**src/common/sdram_pkg.sv**
```systemverilog
`default_nettype none

package sdram_pkg;

   // Geometry of the 16-bit part
   localparam int BA_W   = 2;
   localparam int ROW_W  = 13;
   localparam int COL_W  = 9;
   localparam int HADR_W = BA_W + ROW_W + COL_W - 1;
   localparam int HDAT_W = 32;
   localparam int DQ_W   = 16;
   localparam int DQM_W  = DQ_W / 8;
   localparam int SEL_W  = HDAT_W / 8;

   // Timing in sdram_clk cycles
   localparam int CAS_LAT        = 2;
   localparam int T_RCD          = 2;
   localparam int T_RP           = 2;
   localparam int T_RFC          = 7;
   localparam int T_WR           = 2;
   localparam int T_MRD          = 2;
   localparam int INIT_WAIT      = 20;
   localparam int REFRESH_PERIOD = 150;

   // Command spacing after RD/WR with auto-precharge
   // A read holds off idle until its word has been acked
   localparam int RD_GAP = CAS_LAT + T_RP + 3;
   localparam int WR_GAP = T_WR + T_RP + 2;

   localparam int WAIT_W = $clog2(INIT_WAIT + 1);
   localparam int REF_W  = $clog2(REFRESH_PERIOD);

   // Burst length 2, sequential, CAS latency in A6:A4
   localparam logic [ROW_W-1:0] MODE_WORD = {3'b000, 1'b0, 2'b00, 3'(CAS_LAT), 1'b0, 3'b001};

   // RAS, CAS, WE
   localparam logic [2:0] CMD_NOP = 3'b111;
   localparam logic [2:0] CMD_ACT = 3'b011;
   localparam logic [2:0] CMD_RD  = 3'b101;
   localparam logic [2:0] CMD_WR  = 3'b100;
   localparam logic [2:0] CMD_PRE = 3'b010;
   localparam logic [2:0] CMD_REF = 3'b001;
   localparam logic [2:0] CMD_MRS = 3'b000;

   typedef struct packed {
      logic              port;
      logic              we;
      logic [SEL_W-1:0]  sel;
      logic [BA_W-1:0]   ba;
      logic [ROW_W-1:0]  row;
      logic [COL_W-2:0]  col_word;
      logic [HDAT_W-1:0] wdata;
   } sdram_req_t;

   typedef struct packed {
      logic             cs_n;
      logic [2:0]       cmd;
      logic [BA_W-1:0]  ba;
      logic [ROW_W-1:0] addr;
   } sdram_pad_t;

   localparam sdram_pad_t PAD_NOP = '{cs_n: 1'b0, cmd: CMD_NOP, ba: '0, addr: '0};

endpackage

`default_nettype wire

```
**src/source/port_arbiter.sv**
```systemverilog
`timescale 1ns/1ps
`default_nettype none

module port_arbiter (
   input  wire                               sdram_clk,
   input  wire                               sdram_rst,
   input  wire [1:0][sdram_pkg::HADR_W-1:0]  wb_adr_i,
   input  wire [1:0][sdram_pkg::HDAT_W-1:0]  wb_dat_i,
   input  wire [1:0][sdram_pkg::SEL_W-1:0]   wb_sel_i,
   input  wire [1:0]                         wb_we_i,
   input  wire [1:0]                         wb_stb_i,
   input  wire [1:0]                         wb_cyc_i,
   output logic [1:0][sdram_pkg::HDAT_W-1:0] wb_dat_o,
   output logic [1:0]                        wb_ack_o,
   output sdram_pkg::sdram_req_t             req_o,
   output logic                              req_valid_o,
   input  wire                               req_taken_i,
   input  wire                               done_i,
   input  wire [sdram_pkg::HDAT_W-1:0]       rdata_i
);

   logic [1:0] pending;
   logic       pick;
   logic       last_port;
   logic       taken;

   assign pending = wb_stb_i & wb_cyc_i;

   // Both waiting, the port not served last goes first
   always_comb begin
      if (pending == 2'b11) begin
         pick = ~last_port;
      end else begin
         pick = pending[1];
      end
   end

   always_ff @(posedge sdram_clk or posedge sdram_rst) begin
      if (sdram_rst) begin
         req_valid_o <= 1'b0;
         taken       <= 1'b0;
         last_port   <= 1'b1;
      end else if (req_valid_o) begin
         if (done_i) begin
            req_valid_o <= 1'b0;
            taken       <= 1'b0;
            last_port   <= req_o.port;
         end else if (req_taken_i) begin
            taken <= 1'b1;
         end
      end else if (pending != 2'b00) begin
         req_valid_o <= 1'b1;
      end
   end

   // Word address splits into bank, row, column word
   always_ff @(posedge sdram_clk) begin
      if (!req_valid_o && (pending != 2'b00)) begin
         req_o.port                            <= pick;
         req_o.we                              <= wb_we_i[pick];
         req_o.sel                             <= wb_sel_i[pick];
         {req_o.ba, req_o.row, req_o.col_word} <= wb_adr_i[pick];
         req_o.wdata                           <= wb_dat_i[pick];
      end
   end

   // Ack only the granted port, and only for a request the FSM took
   always_comb begin
      for (int p = 0; p < 2; p++) begin
         wb_ack_o[p] = done_i && taken && (req_o.port == p[0]);
         wb_dat_o[p] = wb_ack_o[p] ? rdata_i : '0;
      end
   end

endmodule

`default_nettype wire

```
**src/sdram_fsm/sdram_cmd_fsm.sv**
```systemverilog
`timescale 1ns/1ps
`default_nettype none

module sdram_cmd_fsm (
   input  wire                        sdram_clk,
   input  wire                        sdram_rst,
   input  wire sdram_pkg::sdram_req_t req_i,
   input  wire                        req_valid_i,
   output logic                       req_taken_o,
   output sdram_pkg::sdram_pad_t      pad_o,
   output logic                       rd_issue_o,
   output logic                       wr_issue_o
);
   import sdram_pkg::*;

   typedef enum logic [2:0] {
      ST_INIT,
      ST_INIT_PRE,
      ST_INIT_REF,
      ST_IDLE,
      ST_ACT,
      ST_RECOVER
   } state_t;

   state_t            state;
   state_t            state_d;
   logic [WAIT_W-1:0] cnt;
   logic [WAIT_W-1:0] cnt_d;
   logic              init_ref;
   logic              init_ref_d;
   sdram_pad_t        pad_d;
   logic              rd_d;
   logic              wr_d;
   logic [REF_W-1:0]  ref_cnt;
   logic              refresh_req;

   // Refresh request, set on count zero, cleared by REF
   always_ff @(posedge sdram_clk or posedge sdram_rst) begin
      if (sdram_rst) begin
         ref_cnt     <= REF_W'(REFRESH_PERIOD - 1);
         refresh_req <= 1'b0;
      end else if (ref_cnt == '0) begin
         ref_cnt     <= REF_W'(REFRESH_PERIOD - 1);
         refresh_req <= 1'b1;
      end else begin
         ref_cnt <= ref_cnt - 1'b1;
         if (pad_d.cmd == CMD_REF) begin
            refresh_req <= 1'b0;
         end
      end
   end

   assign req_taken_o = (state == ST_IDLE) && !refresh_req && req_valid_i;

   always_comb begin
      state_d    = state;
      cnt_d      = cnt;
      init_ref_d = init_ref;
      pad_d      = PAD_NOP;
      rd_d       = 1'b0;
      wr_d       = 1'b0;
      if (cnt != '0) begin
         cnt_d = cnt - 1'b1;
      end else begin
         case (state)
            ST_INIT: begin
               // Precharge all banks
               pad_d.cmd      = CMD_PRE;
               pad_d.addr[10] = 1'b1;
               cnt_d          = WAIT_W'(T_RP - 1);
               state_d        = ST_INIT_PRE;
            end
            ST_INIT_PRE: begin
               pad_d.cmd = CMD_REF;
               cnt_d     = WAIT_W'(T_RFC - 1);
               state_d   = ST_INIT_REF;
            end
            ST_INIT_REF: begin
               if (!init_ref) begin
                  pad_d.cmd  = CMD_REF;
                  cnt_d      = WAIT_W'(T_RFC - 1);
                  init_ref_d = 1'b1;
               end else begin
                  pad_d.cmd  = CMD_MRS;
                  pad_d.addr = MODE_WORD;
                  cnt_d      = WAIT_W'(T_MRD - 2);
                  state_d    = ST_RECOVER;
               end
            end
            ST_IDLE: begin
               if (refresh_req) begin
                  pad_d.cmd = CMD_REF;
                  cnt_d     = WAIT_W'(T_RFC - 2);
                  state_d   = ST_RECOVER;
               end else if (req_valid_i) begin
                  pad_d.cmd  = CMD_ACT;
                  pad_d.ba   = req_i.ba;
                  pad_d.addr = req_i.row;
                  cnt_d      = WAIT_W'(T_RCD - 1);
                  state_d    = ST_ACT;
               end
            end
            ST_ACT: begin
               // Column with A10 set for auto-precharge
               pad_d.cmd  = req_i.we ? CMD_WR : CMD_RD;
               pad_d.ba   = req_i.ba;
               pad_d.addr = {{(ROW_W - COL_W - 2){1'b0}}, 1'b1, 1'b0, req_i.col_word, 1'b0};
               rd_d       = !req_i.we;
               wr_d       = req_i.we;
               cnt_d      = req_i.we ? WAIT_W'(WR_GAP - 2) : WAIT_W'(RD_GAP - 2);
               state_d    = ST_RECOVER;
            end
            default: begin
               state_d = ST_IDLE;
            end
         endcase
      end
   end

   always_ff @(posedge sdram_clk or posedge sdram_rst) begin
      if (sdram_rst) begin
         state      <= ST_INIT;
         cnt        <= WAIT_W'(INIT_WAIT - 1);
         init_ref   <= 1'b0;
         pad_o      <= PAD_NOP;
         rd_issue_o <= 1'b0;
         wr_issue_o <= 1'b0;
      end else begin
         state      <= state_d;
         cnt        <= cnt_d;
         init_ref   <= init_ref_d;
         pad_o      <= pad_d;
         rd_issue_o <= rd_d;
         wr_issue_o <= wr_d;
      end
   end

endmodule

`default_nettype wire

```
**src/source/sdram_data_path.sv**
```systemverilog
`timescale 1ns/1ps
`default_nettype none

module sdram_data_path (
   input  wire                          sdram_clk,
   input  wire                          sdram_rst,
   input  wire sdram_pkg::sdram_req_t   req_i,
   input  wire                          rd_issue_i,
   input  wire                          wr_issue_i,
   input  wire [sdram_pkg::DQ_W-1:0]    dq_i,
   output logic [sdram_pkg::DQ_W-1:0]   dq_o,
   output logic [sdram_pkg::DQM_W-1:0]  dqm_o,
   output logic                         dq_oe_o,
   output logic                         done_o,
   output logic [sdram_pkg::HDAT_W-1:0] rdata_o
);
   import sdram_pkg::*;

   logic [DQ_W-1:0]    dq_hi;
   logic [DQM_W-1:0]   dqm_hi;
   logic               wr_hi;
   logic [DQ_W-1:0]    dq_q;
   logic [CAS_LAT+1:0] rd_pipe;

   // Read beats trail the command by CL, the FSM may already be precharging
   always_ff @(posedge sdram_clk or posedge sdram_rst) begin
      if (sdram_rst) begin
         wr_hi   <= 1'b0;
         rd_pipe <= '0;
         dq_oe_o <= 1'b0;
         done_o  <= 1'b0;
      end else begin
         wr_hi   <= wr_issue_i;
         rd_pipe <= {rd_pipe[CAS_LAT:0], rd_issue_i};
         dq_oe_o <= wr_issue_i | wr_hi;
         done_o  <= wr_hi | rd_pipe[CAS_LAT+1];
      end
   end

   // Low half first, byte selects become active-low masks
   always_ff @(posedge sdram_clk) begin
      if (wr_issue_i) begin
         dq_o   <= req_i.wdata[DQ_W-1:0];
         dqm_o  <= ~req_i.sel[DQM_W-1:0];
         dq_hi  <= req_i.wdata[HDAT_W-1:DQ_W];
         dqm_hi <= ~req_i.sel[SEL_W-1:DQM_W];
      end else if (wr_hi) begin
         dq_o  <= dq_hi;
         dqm_o <= dqm_hi;
      end else begin
         dqm_o <= '0;
      end
   end

   always_ff @(posedge sdram_clk) begin
      dq_q <= dq_i;
      if (rd_pipe[CAS_LAT]) begin
         rdata_o[DQ_W-1:0] <= dq_q;
      end
      if (rd_pipe[CAS_LAT+1]) begin
         rdata_o[HDAT_W-1:DQ_W] <= dq_q;
      end
   end

endmodule

`default_nettype wire

```
**src/source/sdram_ctrl_top.sv**
```systemverilog
`timescale 1ns/1ps
`default_nettype none

module sdram_ctrl_top (
   input  wire                              sdram_clk,
   input  wire                              sdram_rst,
   input  wire [1:0][sdram_pkg::HADR_W-1:0] wb_adr_i,
   input  wire [1:0][sdram_pkg::HDAT_W-1:0] wb_dat_i,
   input  wire [1:0][sdram_pkg::SEL_W-1:0]  wb_sel_i,
   input  wire [1:0]                        wb_we_i,
   input  wire [1:0]                        wb_stb_i,
   input  wire [1:0]                        wb_cyc_i,
   output wire [1:0][sdram_pkg::HDAT_W-1:0] wb_dat_o,
   output wire [1:0]                        wb_ack_o,
   output wire sdram_pkg::sdram_pad_t       pad_o,
   output wire [sdram_pkg::DQ_W-1:0]        dq_o,
   output wire [sdram_pkg::DQM_W-1:0]       dqm_o,
   output wire                              dq_oe_o,
   input  wire [sdram_pkg::DQ_W-1:0]        dq_i,
   output wire                              cke_o
);
   import sdram_pkg::*;

   sdram_req_t        req;
   logic              req_valid;
   logic              req_taken;
   logic              rd_issue;
   logic              wr_issue;
   logic              done;
   logic [HDAT_W-1:0] rdata;

   port_arbiter u_decode (
      .sdram_clk   (sdram_clk),
      .sdram_rst   (sdram_rst),
      .wb_adr_i    (wb_adr_i),
      .wb_dat_i    (wb_dat_i),
      .wb_sel_i    (wb_sel_i),
      .wb_we_i     (wb_we_i),
      .wb_stb_i    (wb_stb_i),
      .wb_cyc_i    (wb_cyc_i),
      .wb_dat_o    (wb_dat_o),
      .wb_ack_o    (wb_ack_o),
      .req_o       (req),
      .req_valid_o (req_valid),
      .req_taken_i (req_taken),
      .done_i      (done),
      .rdata_i     (rdata)
   );

   sdram_cmd_fsm u_execute (
      .sdram_clk   (sdram_clk),
      .sdram_rst   (sdram_rst),
      .req_i       (req),
      .req_valid_i (req_valid),
      .req_taken_o (req_taken),
      .pad_o       (pad_o),
      .rd_issue_o  (rd_issue),
      .wr_issue_o  (wr_issue)
   );

   sdram_data_path u_result (
      .sdram_clk  (sdram_clk),
      .sdram_rst  (sdram_rst),
      .req_i      (req),
      .rd_issue_i (rd_issue),
      .wr_issue_i (wr_issue),
      .dq_i       (dq_i),
      .dq_o       (dq_o),
      .dqm_o      (dqm_o),
      .dq_oe_o    (dq_oe_o),
      .done_o     (done),
      .rdata_o    (rdata)
   );

   assign cke_o = 1'b1;

endmodule

`default_nettype wire

```
**config.mk**
```make
export PLATFORM = sky130hd
export DESIGN_NAME = sdram_ctrl_top
export DESIGN_NICKNAME = d
export VERILOG_FILES = /design/src/common/sdram_pkg.sv /design/src/source/port_arbiter.sv /design/src/sdram_fsm/sdram_cmd_fsm.sv /design/src/source/sdram_data_path.sv /design/src/source/sdram_ctrl_top.sv
export SDC_FILE = /design/constraint.sdc
export NUM_CORES = 1
export LEC_CHECK = 0
export ABC_AREA = 1
export BUFFER_PORTS_ARGS = -buffer_cell sky130_fd_sc_hd__clkbuf_2
export CAP_MARGIN = 0
export CORE_UTILIZATION = 46
export DETAILED_ROUTE_END_ITERATION = 8
export PLACE_DENSITY_LB_ADDON = 0.12
export SYNTH_ARGS = -nofsm -noshare
export SYNTH_HDL_FRONTEND = slang
export SYNTH_SLANG_ARGS = --single-unit
```
**constraint.sdc**
```tcl
create_clock -name sdram_clk -period 3.9 [get_ports sdram_clk]
set_input_delay 0 -clock sdram_clk [delete_from_list [all_inputs] [get_ports sdram_clk]]
set_output_delay 0 -clock sdram_clk [all_outputs]
set_load 0.1 [all_outputs]
```
==> reports/metrics.cfg <==
[logic_synthesis]
ys_warn_count = 0
synthCells = 741
synth_cell_types = 30
synthesis.nets = 887
syn_area_mm2 = 0.00764
postSynthAreaPerCell_um2 = 10.3
yosysSeqAreaShare_pct = 70.5
ys_ff_latch = 193

[pwr]
internal_power_mw = 3.60
switchingPower_mw = 1.29
p_total_mw = 4.89
power_leakage_nw = 5.28
clkPwrFrac_pct = 35.4
combinationalPowerShare_pct = 16.6
peakVddDrop_mv = 0.318
p_sw_share_pct = 26.4
power.share.sequential_pct = 48.0
power_density_mw_per_mm2 = 443

[placed_design]
placed_area_mm2 = 0.00905
io_buffers = 244
place_inst = 1177
place.gp.congestion = 0.836
dp_hpwl_um = 11800

[timing]
rsz0062_at_grt = no
skew_ns = 0.00740
relSlewSlack_pct = 29.8
hold_violations = 0
fmax_mhz = 342
finalCritPeriodShare_pct = 74.9
final-setup-viol-count = 0
finalSetupTns_ns = 0
tightest_slew_ns = 1.05
period_minus_slack_ns = 2.92
drv_slew = 0

[detailed_routing]
drt_iter0_drc = 357
wl_per_cell_um = 13.7
via_count = 6132
first_pass_iters = 5
wirelength_um = 18500
drc = 0
viasPerCell = 4.55
antenna_left = 0

[clock_tree]
post-cts-setup-buffers = 0
clockBufferDepth = 2
cts_tree = built
clk_latency_ns = 0.42
htreeDepth = 4
cts.sinks = 193
cts_buffers = 17
cts_root_buf = clkbuf_16
path_clk_slew_ns = 0.07

[worst_setup_path]
slowest_delay_ns = 0.59
critPathMaxFanout = 61
arrival_ns = 3.09
slowest_stage = inv_2
critPathKind = register to register
cp_num_buf_inv = 3
crit_family = buffers and inverters
worstSetupStartpointType = register
endpoint_kind = register
path_cells = nand3_1 > nand2_2 > buf_4 > inv_2 > nand2_1 > nand2_1 > dlygate4sd3_1
crit_top_cell = nand2_1
cp.required_ns = 4.07

[layout]
syn2layout_area_growth_pct = 44.5
instances_no_fill = 1349
post-route-cell-area_mm2 = 0.0110
n_antenna_cell = 0
nNetsFinal = 1266
multiInputGateArea_mm2 = 0.00187
fill_cells = 1214
layout-drive-gt1-share_pct = 26.7
fin_util_pct = 68.8
seqCellArea_mm2 = 0.00539

[global_route]
grt_max_degree = 62
grt_pass1_wl_um = 28600
track_usage_pct = 22.4
grt_pass1_vias = 6036
antenna_found_initial = 0
grt.overflow.total = 0

[flow_run]
maxCapViolCount = 0

[die]
fp.dieW_um = 131
die-height_um = 131
start_util_pct = 47.6
core_mm2 = 0.0161
ios = 247
std_cell_rows = 46
dieArea_mm2 = 0.0171

[outcome]
status = complete, no violations

[min_path]
hp-class = primary input to register

cell usage after synthesis (all sizes together):
library cell | instances | area [µm²]
nor3 | 7 | 35.0
dfstp | 11 | 289
a31oi | 2 | 12.5
a21oi | 14 | 73.8
nor4 | 1 | 6.26
clkinv | 2 | 7.51
o21ai | 15 | 75.1
xor2 | 2 | 17.5
or2 | 2 | 12.5
inv | 73 | 274
edfxtp | 127 | 3810
nor2 | 88 | 350
dfrtp | 37 | 926
dfxtp | 18 | 360
nand3 | 16 | 80.1
o21bai | 1 | 7.51
nand4 | 3 | 18.8
o211ai | 2 | 15.0
ha | 4 | 50.1
nand2 | 287 | 1080
conb | 2 | 7.51
buf | 13 | 76.3
clkbuf | 14 | 52.6
worst paths after layout:
kind	startpoint	endpoint	slack (ns)	cells after the start
max	u_decode.last_port	u_decode.req_o[33]	0.98	7
min	dq_i[0]	u_result.dq_q[0]	0.23	2
max reg2reg	u_decode.last_port	u_decode.req_o[33]	0.98	7
min reg2reg	u_result.rd_pipe[1]	u_result.rd_pipe[2]	0.35	0
max in group asynchronous	sdram_rst	u_result.rd_pipe[3]	2.89	3
min in group asynchronous	sdram_rst	u_execute.ref_cnt[5]	0.38	3
power groups by stage:
stage          registers, mW  logic, mW  clock network, mW
2_1_floorplan           2.48      0.393                  0
3_3_place_gp            2.39      0.662                  0
3_5_place_dp            2.39      0.673                  0
4_1_cts                 2.35      0.811               1.76
5_1_grt                 2.36      0.901               1.84
6_report                2.35      0.814               1.73
flip-flops by register name, indices dropped and copies added, names as in the netlist, 2 cells and up:
name	cells
u_decode.req_o	61
u_execute.cnt	5
u_execute.pad_o	18
u_execute.ref_cnt	8
u_execute.state	3
u_result.dq_hi	16
u_result.dq_o	16
u_result.dq_q	16
u_result.dqm_hi	2
u_result.dqm_o	2
u_result.rd_pipe	4
u_result.rdata_o	32
routing by layer:
metal	vias up	track usage (%)	wire length (µm)
met2	246	40.1	9340
li1	3099	-	-
met3	29	4.97	1090
met1	2758	26.5	7730
met5	-	0	0
met4	0	8.05	342
repair_timing:
action                                 CTS  global route
endpoints found under the hold margin  114             0
setup endpoints to repair                0             0
gates resized for setup                  0             0
hold buffers                           140             0
per-stage QoR:
step / hold slack (ns) / setup slack, ns
after floorplan: 0.0277 / 0.0414
after global placement: 0.104 / 1.58
after detailed placement: 0.104 / 1.51
after CTS: 0.199 / 0.945
after global routing: 0.223 / 0.721
final: 0.226 / 0.978
kinds of logic after synthesis:
family	share of synthesized area [%]
xor gates and xnor gates	0.229
buffers and inverters	5.37
other	0.0983
and+or+nand+nor	20.7
adders and majority gates	0.655
AOI/OAI and AO/OA	2.41
DFF	70.5
final cells by class:
class,instances,area share [%]
clock buffer,22,4.40
clock inverter,10,0.974
inverter,75,2.55
multi-input combinational,446,16.9
sequential,193,48.8
tap,216,2.45
timing repair buffer,387,23.9
cell usage in the layout (no fill, tap or decap), types with 3 or more instances in the layout:
cell / count
a21oi_1: 12
buf_4: 3
clkbuf_16: 18
clkbuf_2: 244
clkinv_2: 4
dfrtp_1: 37
dfstp_2: 11
dfxtp_1: 18
dlygate4sd3_1: 140
edfxtp_1: 127
ha_1: 4
inv_1: 71
inv_2: 3
nand2_1: 285
nand3_1: 16
nand4_1: 3
nor2_1: 84
nor3_1: 5
o21ai_0: 15
(Power assumes the default switching activity.)
